[src/display_pkg.sv]
//----------------------------------------------------------------------
// LED bar display definitions
// Bar width, bar type and the level-to-LED scaling constants
//----------------------------------------------------------------------

package display_pkg;

    // Number of LEDs in the level bar
    localparam int LED_COUNT = 8;

    // One bit per LED, bit 0 is the bottom of the bar
    typedef logic [LED_COUNT-1:0] led_bar_t;

    // Level step that lights one more LED
    // Full scale 2048 maps onto all eight LEDs
    localparam int LEVEL_PER_LED = 256;

    // Drop of the held peak on every window
    // At 64 per window a full-scale peak fades out after 32 windows
    localparam int PEAK_DECAY = 64;

endpackage

[src/mic_pkg.sv]
//----------------------------------------------------------------------
// Microphone path definitions
// Sample and level types and the serial frame constants
//----------------------------------------------------------------------

package mic_pkg;

    // Width of one converter sample
    localparam int SAMPLE_W = 12;

    // Raw unsigned sample as delivered by the ADC, 0 to 4095
    typedef logic [SAMPLE_W-1:0] sample_t;

    // Distance of a sample from mid-scale, 0 to 2048
    typedef logic [SAMPLE_W-1:0] level_t;

    // Bits in one serial data frame, four leading zeros and twelve data bits
    localparam int FRAME_BITS = 16;

    // Code the converter reports for silence
    localparam sample_t SAMPLE_MID = 12'd2048;

    // Top code of the converter; it and zero count as clipping
    localparam sample_t SAMPLE_MAX = 12'd4095;

endpackage

[src/level_if.sv]
`timescale 1ns/1ps

//----------------------------------------------------------------------
// Meter to display link
// Carries level, peak, clip and the per-window valid pulse
//----------------------------------------------------------------------

interface level_if
    import mic_pkg::*;
();

    // Largest distance from mid-scale seen in the last window
    level_t level;
    // Decaying peak-hold value
    level_t peak;
    // A clipped code was seen in the last window
    logic   clip;
    // One-cycle pulse, the three fields above are new
    logic   valid;

    // The meter produces all fields
    modport meter (output level, output peak, output clip, output valid);

    // The display only consumes them
    modport display (input level, input peak, input clip, input valid);

endinterface

[src/led_bar_driver.sv]
`timescale 1ns/1ps

//----------------------------------------------------------------------
// LED bar driver
// Turns level and held peak into a bar pattern plus a clip LED
//----------------------------------------------------------------------

module led_bar_driver
    import mic_pkg::*, display_pkg::*;
(
    input  logic     clk,
    input  logic     rst,
    level_if.display lvl,
    output led_bar_t led_bar,
    output logic     clip_led
);

    // Enough bits to count from zero to LED_COUNT inclusive
    localparam int CNT_W = $clog2(LED_COUNT + 1);

    logic [CNT_W-1:0] lit_cnt;
    logic [CNT_W-1:0] peak_cnt;
    led_bar_t         bar_next;

    // Number of whole LED steps in a level, capped at the bar length
    function automatic logic [CNT_W-1:0] led_steps(input level_t value);
        int unsigned steps;
        steps = int'(value) / LEVEL_PER_LED;
        if (steps > LED_COUNT)
            steps = LED_COUNT;
        return CNT_W'(steps);
    endfunction

    assign lit_cnt  = led_steps(lvl.level);
    assign peak_cnt = led_steps(lvl.peak);

    // Solid bar up to the level plus a single dot at the held peak
    always_comb
    begin
        bar_next = '0;
        for (int i = 0; i < LED_COUNT; i++)
        begin
            if (i < int'(lit_cnt))
                bar_next[i] = 1'b1;
            // Peak dot sits on the top LED of its own bar
            if (peak_cnt != '0 && i == int'(peak_cnt) - 1)
                bar_next[i] = 1'b1;
        end
    end

    // Outputs change only when the meter publishes a window
    always_ff @(posedge clk or posedge rst)
    begin
        if (rst)
        begin
            led_bar  <= '0;
            clip_led <= 1'b0;
        end
        else if (lvl.valid)
        begin
            led_bar  <= bar_next;
            clip_led <= lvl.clip;
        end
    end

endmodule

[src/level_meter.sv]
`timescale 1ns/1ps

//----------------------------------------------------------------------
// Audio level meter
// Windowed peak magnitude, decaying peak hold and clip detection
//----------------------------------------------------------------------

module level_meter
    import mic_pkg::*, display_pkg::*;
#(
    parameter int window_len = 1024
)
(
    input  logic    clk,
    input  logic    rst,
    input  sample_t sample,
    input  logic    sample_ready,
    level_if.meter  lvl
);

    // Window length is a power of two, so the counter wraps by itself
    localparam int WIN_W = (window_len > 1) ? $clog2(window_len) : 1;

    logic [WIN_W-1:0] win_cnt;
    level_t           mag;
    level_t           max_acc;
    level_t           max_next;
    level_t           peak_decayed;
    logic             clip_acc;
    logic             clip_now;
    logic             win_last;

    //------------------------------------------------------------------
    // Per-sample arithmetic
    //------------------------------------------------------------------

    // Distance from silence, zero maps to 2048 and top code to 2047
    assign mag = (sample >= SAMPLE_MID) ? sample - SAMPLE_MID : SAMPLE_MID - sample;

    // Running maximum including the current sample
    assign max_next = (mag > max_acc) ? mag : max_acc;

    // Either rail of the converter counts as clipping
    assign clip_now = (sample == SAMPLE_MAX) || (sample == '0);

    // The current sample closes the window
    assign win_last = (win_cnt == WIN_W'(window_len - 1));

    // Held peak after one step of decay, floored at zero
    assign peak_decayed = (lvl.peak > level_t'(PEAK_DECAY)) ?
                          lvl.peak - level_t'(PEAK_DECAY) : '0;

    //------------------------------------------------------------------
    // Window accumulation and publishing
    //------------------------------------------------------------------

    always_ff @(posedge clk or posedge rst)
    begin
        if (rst)
        begin
            win_cnt   <= '0;
            max_acc   <= '0;
            clip_acc  <= 1'b0;
            lvl.level <= '0;
            lvl.peak  <= '0;
            lvl.clip  <= 1'b0;
            lvl.valid <= 1'b0;
        end
        else
        begin
            lvl.valid <= 1'b0;
            if (sample_ready)
            begin
                win_cnt <= win_cnt + WIN_W'(1);
                if (win_last)
                begin
                    // Publish the finished window
                    lvl.level <= max_next;
                    lvl.clip  <= clip_acc | clip_now;
                    // A louder window replaces the decayed peak
                    lvl.peak  <= (max_next > peak_decayed) ? max_next : peak_decayed;
                    lvl.valid <= 1'b1;
                    // Start the next window empty
                    max_acc   <= '0;
                    clip_acc  <= 1'b0;
                end
                else
                begin
                    max_acc  <= max_next;
                    clip_acc <= clip_acc | clip_now;
                end
            end
        end
    end

endmodule

[src/mic_level_top.sv]
`timescale 1ns/1ps

//----------------------------------------------------------------------
// Microphone level meter top level
// Receiver, level meter and LED bar driver in a chain
//----------------------------------------------------------------------

module mic_level_top
    import mic_pkg::*, display_pkg::*;
#(
    parameter int clk_mhz       = 50,
    parameter int samplerate_hz = 48000,
    parameter int left_right    = 0,
    parameter int window_len    = 1024
)
(
    input  logic     clk,
    input  logic     rst,
    output logic     cs,
    output logic     sck,
    input  logic     sdo,
    output sample_t  sample,
    output logic     sample_ready,
    output led_bar_t led_bar,
    output logic     clip_led
);

    // Level results travel from meter to display on this bus
    level_if lvl_bus ();

    // Serial front end, its raw stream also leaves the chip
    mic_spi_receiver #(
        .clk_mhz       (clk_mhz),
        .samplerate_hz (samplerate_hz),
        .left_right    (left_right)
    ) u_receiver (
        .clk          (clk),
        .rst          (rst),
        .cs           (cs),
        .sck          (sck),
        .sdo          (sdo),
        .sample       (sample),
        .sample_ready (sample_ready)
    );

    // One level result per window of samples
    level_meter #(
        .window_len (window_len)
    ) u_meter (
        .clk          (clk),
        .rst          (rst),
        .sample       (sample),
        .sample_ready (sample_ready),
        .lvl          (lvl_bus.meter)
    );

    // Bar display, updated one clock after each level result
    led_bar_driver u_display (
        .clk      (clk),
        .rst      (rst),
        .lvl      (lvl_bus.display),
        .led_bar  (led_bar),
        .clip_led (clip_led)
    );

endmodule

[src/mic_spi_receiver.sv]
`timescale 1ns/1ps

//----------------------------------------------------------------------
// PMOD MIC3 serial receiver
// Drives sck and chip select, shifts in frames, emits 12-bit samples
//----------------------------------------------------------------------

module mic_spi_receiver
    import mic_pkg::*;
#(
    parameter int clk_mhz       = 50,
    parameter int samplerate_hz = 48000,
    parameter int left_right    = 0
)
(
    input  logic    clk,
    input  logic    rst,
    output logic    cs,
    output logic    sck,
    input  logic    sdo,
    output sample_t sample,
    output logic    sample_ready
);

    //------------------------------------------------------------------
    // Timing constants
    //------------------------------------------------------------------

    // One sample period is 2 * FRAME_BITS sck periods, each two halves
    // The half period of sck lasts SCK_MAX + 1 system clocks
    localparam int SCK_MAX = clk_mhz * 1000000 / samplerate_hz / (4 * FRAME_BITS);
    localparam int SCK_W   = (SCK_MAX > 0) ? $clog2(SCK_MAX + 1) : 1;

    // Bit counter covers both halves of the sample period
    localparam int BIT_W = $clog2(2 * FRAME_BITS);

    // First bit step after the selected half, where the frame is complete
    localparam logic [BIT_W-1:0] END_POS = (left_right == 0) ? BIT_W'(FRAME_BITS) : '0;

    logic [SCK_W-1:0]      sck_cnt;
    logic [BIT_W-1:0]      bit_cnt;
    logic [FRAME_BITS-1:0] shift_reg;
    logic                  sck_step;
    logic                  bit_step;
    logic                  first_half;
    logic                  frame_end;

    // sck toggles when the prescaler reaches its end
    assign sck_step = (sck_cnt == SCK_W'(SCK_MAX));

    // A bit is taken on the rising edge of sck, i.e. while sck is still low
    assign bit_step = sck_step & ~sck;

    assign first_half = (bit_cnt < BIT_W'(FRAME_BITS));
    assign frame_end  = bit_step && (bit_cnt == END_POS);

    // Chip select is active low during the chosen half of the period
    assign cs = (left_right == 0) ? ~first_half : first_half;

    //------------------------------------------------------------------
    // Bit clock and bit position
    //------------------------------------------------------------------

    always_ff @(posedge clk or posedge rst)
    begin
        if (rst)
        begin
            sck_cnt      <= '0;
            sck          <= 1'b0;
            bit_cnt      <= '0;
            sample_ready <= 1'b0;
        end
        else
        begin
            sample_ready <= frame_end;
            if (sck_step)
            begin
                sck_cnt <= '0;
                sck     <= ~sck;
            end
            else
            begin
                sck_cnt <= sck_cnt + SCK_W'(1);
            end
            // Counter wraps from 31 back to 0 on its own
            if (bit_step)
                bit_cnt <= bit_cnt + BIT_W'(1);
        end
    end

    //------------------------------------------------------------------
    // Data path
    //------------------------------------------------------------------

    always_ff @(posedge clk)
    begin
        // Only bits clocked while the device is selected are data
        if (bit_step && !cs)
            shift_reg <= {shift_reg[FRAME_BITS-2:0], sdo};
        // The four leading zeros fall off, the 12 data bits remain
        if (frame_end)
            sample <= shift_reg[SAMPLE_W-1:0];
    end

endmodule

[config.mk]
export PLATFORM = sky130hd
export DESIGN_NAME = mic_level_top
export DESIGN_NICKNAME = d
export VERILOG_FILES = /design/src/display_pkg.sv /design/src/mic_pkg.sv /design/src/level_if.sv /design/src/led_bar_driver.sv /design/src/level_meter.sv /design/src/mic_level_top.sv /design/src/mic_spi_receiver.sv
export SDC_FILE = /design/constraint.sdc
export NUM_CORES = 1
export LEC_CHECK = 0
export BUFFER_PORTS_ARGS = -buffer_cell sky130_fd_sc_hd__buf_2
export CAP_MARGIN = 10
export CORE_MARGIN = 2
export CORE_UTILIZATION = 40
export DETAILED_ROUTE_END_ITERATION = 12
export HOLD_SLACK_MARGIN = 0.02
export REMOVE_ABC_BUFFERS = 1
export SYNTH_ARGS = -nofsm -noshare
export SYNTH_HDL_FRONTEND = slang
export SYNTH_HIERARCHICAL = 1
export SYNTH_SLANG_ARGS = --single-unit
[constraint.sdc]
create_clock -name clk -period 5.25 [get_ports clk]
set_clock_uncertainty 0.05 [all_clocks]
set_input_delay 0.2625 -clock clk [delete_from_list [all_inputs] [get_ports clk]]
set_output_delay 0.2625 -clock clk [all_outputs]
set_load 0.1 [all_outputs]
==> impl_metrics.py, run 1 <==
metrics = {
    "place": {
        "dpl.cell_count": 575,
        "io_buffers": 26,
        "hpwl_um": 6179,
        "routabilityCongestion": 0.8868,
    },
    "global_route": {
        "grt_max_degree": 42,
        "grt_pass1_vias": 3142,
        "grt_first_pass_wirelength_um": 15480,
        "antenna_found_initial": 0,
        "gr-total-overflow": 0,
        "grtUsageTotal_pct": 15.29,
    },
    "worst_setup_path": {
        "critical_path_required_ps": 5450,
        "end_kind": "register",
        "cp_max_fo": 8,
        "critPathLaunchType": "register",
        "arrival_ps": 5050,
        "critical_path_class": "register to register",
    },
    "final_layout": {
        "layout_commonest_cell": "dfrtp_1",
        "fin_cells": 596,
        "antenna_cells": 0,
        "fin_util_pct": 46.12,
        "area_delta_synth_final_pct": 13.80,
        "layout-drive-gt1-share_pct": 15.23,
        "final_nets": 484,
        "final_cell_mix": "62 x dfrtp_1, 40 x inv_1, 33 x nand2_1, 33 x ha_1, 26 x buf_2",
    },
    "detailed_routing": {
        "wire_per_inst_um": 14.82,
        "drc": 0,
        "vias_per_cell": 5.299,
        "wirelength_um": 8830,
        "drt_iter0_drc": 179,
        "routed-via-count": 3158,
        "drtPass1Iterations": 4,
        "drtAntennaViolNets": 0,
    },
    "timing": {
        "drv_slew": 0,
        "final.period_utilization_pct": 92.43,
        "setup_viol": 0,
        "finalHoldViolations": 0,
        "final.setup.tns_ps": 0,
        "fmax_ghz": 0.2061,
        "finalCriticalPeriod_ps": 4853,
        "tightest_slew_ps": 1050,
        "rsz0062_at_grt": "no",
        "relSlewSlack_pct": 29.88,
    },
    "clock_network": {
        "cts_tree": "yes",
        "root_buffer": "clkbuf_16",
        "ctsResizeCount": 0,
        "cts_buffers": 9,
        "htree_levels": 3,
        "clkTransAtPathRegs_ps": 70,
        "cts_max_path_buffers": 2,
        "cts.sinks": 86,
        "clk_latency_ps": 340,
    },
    "synthesis": {
        "yosysWarnings": 6,
        "avgSynthCellArea_sq_um": 11.06,
        "netlist_area_sq_mm": 0.004568,
        "syn_inst": 413,
    },
    "floorplanning": {
        "start_util_pct": 40.53,
        "rows": 39,
        "core_area_sq_mm": 0.01127,
        "dieArea_sq_mm": 0.01229,
        "die_h_um": 110.9,
        "pin_count": 27,
        "fp.dieW_um": 110.9,
    },
    "power": {
        "peakVddDrop_mv": 0.1459,
        "total_power_mw": 1.351,
        "p_per_area_mw_per_mm2": 259.8,
        "leakagePower_nw": 2.403,
    },
    "status": {
        "status": "finished clean",
    },
    "job": {
        "maxCapViolCount": 0,
    },
    "worst_hold_path": {
        "min_path_type": "input pin to register",
    },
}
-- what timing repair did --
action                                  4_1_cts  5_1_grt
endpoints found under the hold margin        21        0
endpoints found under the setup margin        0       12
setup buffers                                 0        4
hold buffers                                  1        0
-- through the flow --
stage,setup slack [ps],hold slack (ps),cell area [sq um]
after floorplan,256.1,40.42,4516
after global placement,403.0,242.3,4855
after detailed placement,340.2,250.8,4855
after CTS,297.4,34.86,5169
after global routing,32.37,44.50,5199
final,397.4,48.18,5199
-- worst max-delay path: stages (launching register included) --
cell and delay, ps:
edfxtp_1 540, inv_1 140, ha_1 310, nor2_1 150
xor2_1 280, ha_1 300, and3_4 190, a221o_1 390
a21oi_4 210, a21oi_4 90, buf_4 180, mux2i_1 230
inv_1 70, ha_1 320, a21oi_1 190, o22ai_1 100
o21ai_0 150, a31oi_1 120, or4b_2 610, o211ai_1 110
-- routing by layer --
metal	GRT usage (%)	wire (um)
met1	21.09	4387
met2	24.01	4024
met3	4.155	337
met4	4.000	81
met5	0	0
-- power breakdown --
part | internal, mW | leakage, nW | switching (mW)
combinational | 0.00166 | 1.20 | 0.00999
clock | 0.376 | 0.146 | 0.279
sequential | 0.685 | 1.06 | 0
-- final timing paths --
check | slack, ps | from | depth (start not counted) | endpoint
setup / recovery | 400 | u_receiver/sample[0]$_DFFE_PP_ | 19 | u_meter/lvl.peak[6]$_DFFE_PP0P_
hold / removal | 50 | sdo | 1 | u_receiver/shift_reg[0]$_DFFE_PP_
setup reg to reg | 400 | u_receiver/sample[0]$_DFFE_PP_ | 19 | u_meter/lvl.peak[6]$_DFFE_PP0P_
hold reg to reg | 370 | u_receiver/shift_reg[11]$_DFFE_PP_ | 0 | u_receiver/sample[11]$_DFFE_PP_
max in group asynchronous | 4190 | rst | 4 | u_meter/lvl.level[9]$_DFFE_PP0P_
min in group asynchronous | 430 | rst | 3 | u_display/led_bar[7]$_DFFE_PP0P_
-- final cells by class --
type	count	area, sq um
Fill cell	1044	6073
Sequential cell	86	2272
Multi-Input combinational cell	276	2093
Clock buffer	9	225.2
Timing Repair Buffer	35	200.2
Tap cell	143	178.9
Inverter	40	150.1
Clock inverter	7	78.83
Power figures use the tool's default switching activity.
==> run 2, diff against run 1 <==
--- a/config.mk
+++ b/config.mk
@@ -8,9 +8,10 @@
 export BUFFER_PORTS_ARGS = -buffer_cell sky130_fd_sc_hd__buf_2
 export CAP_MARGIN = 10
 export CORE_MARGIN = 2
-export CORE_UTILIZATION = 40
+export CORE_UTILIZATION = 61
 export DETAILED_ROUTE_END_ITERATION = 12
 export HOLD_SLACK_MARGIN = 0.02
+export PLACE_DENSITY = 0.8
 export REMOVE_ABC_BUFFERS = 1
 export SYNTH_ARGS = -nofsm -noshare
 export SYNTH_HDL_FRONTEND = slang
==> impl_metrics.py, run 2 (same netlist as run 1, synthesis figures left out) <==
metrics = {
    "status": {
        "status": "finished clean",
    },
    "global_route": {
        "grt_pass1_vias": 3187,
        "grt_first_pass_wirelength_um": 14530,
        "grt_max_degree": 42,
        "antenna_found_initial": 0,
        "grtUsageTotal_pct": 21.94,
        "gr-total-overflow": 0,
    },
    "timing": {
        "drv_slew": 0,
        "whs_ps": 386.8,
        "final.period_utilization_pct": 93.86,
        "setup_viol": 0,
        "finalHoldViolations": 0,
        "final.setup.tns_ps": 0,
        "rsz0062_at_grt": "no",
        "fmax_ghz": 0.2029,
        "finalCriticalPeriod_ps": 4928,
        "relSlewSlack_pct": 28.70,
        "tightest_slew_ps": 1067,
    },
    "detailed_routing": {
        "drtPass1Iterations": 4,
        "drtAntennaViolNets": 0,
        "wirelength_um": 8465,
        "routed-via-count": 3183,
        "wire_per_inst_um": 15.25,
        "vias_per_cell": 5.735,
        "drt_iter0_drc": 127,
        "drc": 0,
    },
    "power": {
        "peakVddDrop_mv": 0.2134,
        "leakagePower_nw": 2.365,
        "p_per_area_mw_per_mm2": 222.7,
    },
    "clock_network": {
        "cts_tree": "yes",
        "cts_buffers": 9,
        "cts.sinks": 86,
        "root_buffer": "clkbuf_8",
        "cts_max_path_buffers": 2,
        "htree_levels": 3,
        "clk_latency_ps": 360,
        "clkTransAtPathRegs_ps": 80,
    },
    "final_layout": {
        "fillers": 527,
        "layout-drive-gt1-share_pct": 15.35,
        "area_delta_synth_final_pct": 10.54,
        "ff_latch_area_sq_mm": 0.002272,
        "final_cell_mix": "62 x dfrtp_1, 40 x inv_1, 33 x ha_1, 32 x nand2_1, 26 x buf_2",
        "layout_commonest_cell": "dfrtp_1",
        "final_nets": 487,
        "fin_cells": 555,
        "fin_util_pct": 69.62,
        "fin_area_sq_mm": 0.005050,
        "antenna_cells": 0,
        "multi_input_area_sq_mm": 0.002096,
    },
    "worst_setup_path": {
        "critPathBufInv": 2,
        "cp_max_fo": 5,
        "critPathMaxStageDelay_ps": 620,
        "end_kind": "register",
        "crit_slowest_cell": "or4b_2",
        "cp_cell_sequence": "or3_4 > nor3_1 > a21oi_1 > xor2_1 > ha_1 > nand4_1 > nor2_1 > and3_2 > a21oi_4 > buf_4 > mux2i_1 > inv_1 > ha_1 > nand4_1 > nor4_1 > a31oi_1 > or4b_2 > o211ai_1",
        "critical_path_required_ps": 5470,
        "arrival_ps": 5140,
        "critPathTopFamily": "simple AND/OR/NAND/NOR gates",
        "critPathLaunchType": "register",
        "critical_path_class": "register to register",
    },
    "floorplanning": {
        "rows": 31,
        "core_area_sq_mm": 0.007253,
        "pin_count": 27,
        "dieArea_sq_mm": 0.008197,
        "die_h_um": 90.54,
        "start_util_pct": 62.98,
        "fp.dieW_um": 90.54,
    },
    "place": {
        "io_buffers": 26,
        "hpwl_um": 6079,
        "dpl.cell_count": 530,
        "place_area_sq_mm": 0.004792,
        "routabilityCongestion": 0.8372,
    },
    "worst_hold_path": {
        "min_path_type": "input pin to asynchronous set/reset pin",
    },
    "job": {
        "maxCapViolCount": 0,
    },
}
run 2: final cells by class:
| class | count | area share [%] |
|---|---|---|
| inverter | 40 | 2.973 |
| clock buffer | 11 | 3.023 |
| tap | 99 | 2.453 |
| multi-input combinational | 276 | 41.50 |
| timing repair buffer | 38 | 4.460 |
| clock inverter | 5 | 0.5946 |
| sequential | 86 | 45.00 |
run 2: worst paths after layout:
| path | end | cells past startpoint | startpoint | slack (ps) |
|---|---|---|---|---|
| setup / recovery | u_meter/lvl.peak[6]$_DFFE_PP0P_ | 18 | u_receiver/sample[3]$_DFFE_PP_ | 320 |
| hold / removal | u_display/led_bar[4]$_DFFE_PP0P_ | 3 | rst | 390 |
| setup reg to reg | u_meter/lvl.peak[6]$_DFFE_PP0P_ | 18 | u_receiver/sample[3]$_DFFE_PP_ | 320 |
| hold reg to reg | u_receiver/sample[11]$_DFFE_PP_ | 0 | u_receiver/shift_reg[11]$_DFFE_PP_ | 390 |
| max in group asynchronous | u_meter/lvl.peak[6]$_DFFE_PP0P_ | 4 | rst | 4220 |
| min in group clk | u_receiver/sample[11]$_DFFE_PP_ | 0 | u_receiver/shift_reg[11]$_DFFE_PP_ | 390 |
run 2: worst min-delay path: cells and delay by family:
family	cells	cell delay [ps]
buffers and inverters	3	940
run 2: repair_timing:
item / 4_1_cts / 5_1_grt
hold buffers: 2 / 0
endpoints found under the setup margin: 0 / 12
setup buffers: 0 / 7
gates resized for setup: 0 / 1
hold endpoints to repair: 30 / 0
run 2: layer usage:
metal	routed length (um)	track usage (%)	part of all wire, %	vias up
li1	-	-	-	1557
met1	3838	28.30	45	1535
met2	4088	35.39	48	74
met3	357	5.008	4.2	17
met4	180	10.13	2.1	0
met5	0	0	0	-
run 2: stage by stage:
stage,power (mW),worst slack [ps]
3_3_place_gp,0.7095,490.3
5_1_grt,1.167,16.39
3_5_place_dp,0.7097,306.9
6_report,1.125,322.3
2_1_floorplan,0.7054,256.1
4_1_cts,1.136,179.5
run 2: power breakdown:
part	leakage, nW	switching (mW)	internal, mW	total [mW]
combinational	1.21	0.00960	0.00214	0.0117
sequential	1.06	0	0.684	0.684
clock	0.0939	0.229	0.199	0.429
total	2.37	0.239	0.886	1.12
==> run 3, diff against run 2 <==
--- a/config.mk
+++ b/config.mk
@@ -9,6 +9,7 @@
 export CAP_MARGIN = 10
 export CORE_MARGIN = 2
 export CORE_UTILIZATION = 61
+export CTS_BUF_LIST = sky130_fd_sc_hd__clkbuf_8
 export DETAILED_ROUTE_END_ITERATION = 12
 export HOLD_SLACK_MARGIN = 0.02
 export PLACE_DENSITY = 0.8
==> impl_metrics.py, run 3 (same netlist as run 1, synthesis figures left out) <==
metrics = {
    "timing": {
        "setup_viol": 0,
        "fmax_ghz": 0.2026,
        "whs_ps": 388.8,
        "finalCriticalPeriod_ps": 4936,
        "final.setup.tns_ps": 0,
        "rsz0062_at_grt": "no",
        "final.period_utilization_pct": 94.03,
        "tightest_slew_ps": 1071,
        "finalHoldViolations": 0,
        "relSlewSlack_pct": 28.46,
        "drv_slew": 0,
    },
    "place": {
        "routabilityCongestion": 0.8372,
        "hpwl_um": 6079,
        "place_area_sq_mm": 0.004792,
        "io_buffers": 26,
        "dpl.cell_count": 530,
    },
    "floorplanning": {
        "pin_count": 27,
        "die_h_um": 90.54,
        "rows": 31,
        "fp.dieW_um": 90.54,
        "dieArea_sq_mm": 0.008197,
        "start_util_pct": 62.98,
        "core_area_sq_mm": 0.007253,
    },
    "detailed_routing": {
        "drtPass1Iterations": 4,
        "wirelength_um": 8436,
        "wl_met2_um": 4084,
        "routed-via-count": 3179,
        "drc": 0,
        "vias_per_cell": 5.728,
        "wl_met1_um": 3809,
        "wl_met3_um": 359,
        "highest_layer": "met4",
        "drt_iter0_drc": 108,
        "wire_per_inst_um": 15.20,
        "drtAntennaViolNets": 0,
    },
    "global_route": {
        "gr-total-overflow": 0,
        "grt_first_pass_wirelength_um": 14470,
        "antenna_found_initial": 0,
        "grtUsageTotal_pct": 21.87,
        "grt_pass1_vias": 3181,
        "grt_max_degree": 42,
    },
    "final_layout": {
        "layout_commonest_cell": "dfrtp_1",
        "final_cell_mix": "62 x dfrtp_1, 41 x inv_1, 33 x ha_1, 32 x nand2_1, 26 x buf_2",
        "multi_input_area_sq_mm": 0.002096,
        "antenna_cells": 0,
        "layout-drive-gt1-share_pct": 15.35,
        "ff_latch_area_sq_mm": 0.002272,
        "final_nets": 487,
        "area_delta_synth_final_pct": 10.65,
        "fin_area_sq_mm": 0.005055,
        "fin_cells": 555,
        "fillers": 526,
    },
    "worst_setup_path": {
        "end_kind": "register",
        "critical_path_class": "register to register",
        "cp_cell_sequence": "or3_4 > nor3_1 > a21oi_1 > xor2_1 > ha_1 > nand4_1 > nor2_1 > and3_2 > a21oi_4 > buf_4 > mux2i_1 > inv_1 > ha_1 > nand4_1 > nor4_1 > a31oi_1 > or4b_2 > o211ai_1",
        "arrival_ps": 5150,
        "crit_slowest_cell": "or4b_2",
        "cp_max_fo": 5,
        "critical_path_required_ps": 5460,
        "critPathLaunchType": "register",
        "critPathMaxStageDelay_ps": 620,
    },
    "clock_network": {
        "cts.sinks": 86,
        "cts_tree": "yes",
        "clkTransAtPathRegs_ps": 80,
        "htree_levels": 3,
        "root_buffer": "clkbuf_8",
        "cts_buffers": 9,
        "clk_latency_ps": 350,
        "cts_max_path_buffers": 2,
    },
    "worst_hold_path": {
        "min_path_type": "input pin to asynchronous set/reset pin",
    },
    "power": {
        "peakVddDrop_mv": 0.2125,
        "p_per_area_mw_per_mm2": 225.7,
        "leakagePower_nw": 2.371,
    },
    "job": {
        "maxCapViolCount": 0,
    },
    "status": {
        "status": "finished clean",
    },
}
-- run 3: final cells by class --
type | count | share of cell area, %
Sequential cell | 86 | 44.95
Multi-Input combinational cell | 276 | 41.46
Timing Repair Buffer | 38 | 4.455
Inverter | 40 | 2.970
Clock buffer | 9 | 2.450
Tap cell | 99 | 2.450
Clock inverter | 7 | 1.262
-- run 3: worst paths after layout --
kind | startpoint | end | slack [ps] | depth (start not counted)
setup reg to reg | u_receiver/sample[3]$_DFFE_PP_ | u_meter/lvl.peak[6]$_DFFE_PP0P_ | 310 | 18
setup / recovery | u_receiver/sample[3]$_DFFE_PP_ | u_meter/lvl.peak[6]$_DFFE_PP0P_ | 310 | 18
hold reg to reg | u_receiver/shift_reg[11]$_DFFE_PP_ | u_receiver/sample[11]$_DFFE_PP_ | 390 | 0
min in group clk | u_receiver/shift_reg[11]$_DFFE_PP_ | u_receiver/sample[11]$_DFFE_PP_ | 390 | 0
max in group asynchronous | rst | u_meter/lvl.peak[6]$_DFFE_PP0P_ | 4210 | 4
hold / removal | rst | u_display/led_bar[4]$_DFFE_PP0P_ | 390 | 3
-- run 3: metal layers --
layer | vias up | global-route usage [%]
met4 | 0 | 10.00
li1 | 1558 | -
met5 | - | 0
met2 | 75 | 35.26
met1 | 1529 | 28.30
met3 | 17 | 4.925
-- run 3: worst max-delay path: cells and delay by family, from the launching register on --
kind                     cells  cell delay (ps)
AND/OR/NAND/NOR              8             2260
adder cells (fa/ha/maj)      2              650
multiplexers                 1              330
XOR/XNOR                     1              320
flip-flops                   1              470
AO/OA/AOI/OAI                4              520
buffers and inverters        2              250
-- run 3: what timing repair did --
item / 4_1_cts / 5_1_grt
endpoints found under the hold margin: 30 / 0
hold buffers: 2 / 0
endpoints found under the setup margin: 0 / 12
setup buffers: 0 / 7
resized for setup: 0 / 1
-- run 3: power by group --
part | internal, mW | switching [mW]
combinational | 0.00214 | 0.00963
sequential | 0.684 | 0
clock | 0.217 | 0.228
-- run 3: stage by stage --
step	worst slack (ps)	power, mW	utilization, %
floorplan	256.1	0.7054	-
global placement	490.3	0.7095	66.07
detailed placement	306.9	0.7097	66.07
CTS	169.0	1.153	68.93
global route	7.919	1.185	69.69
finish	313.6	1.141	69.69
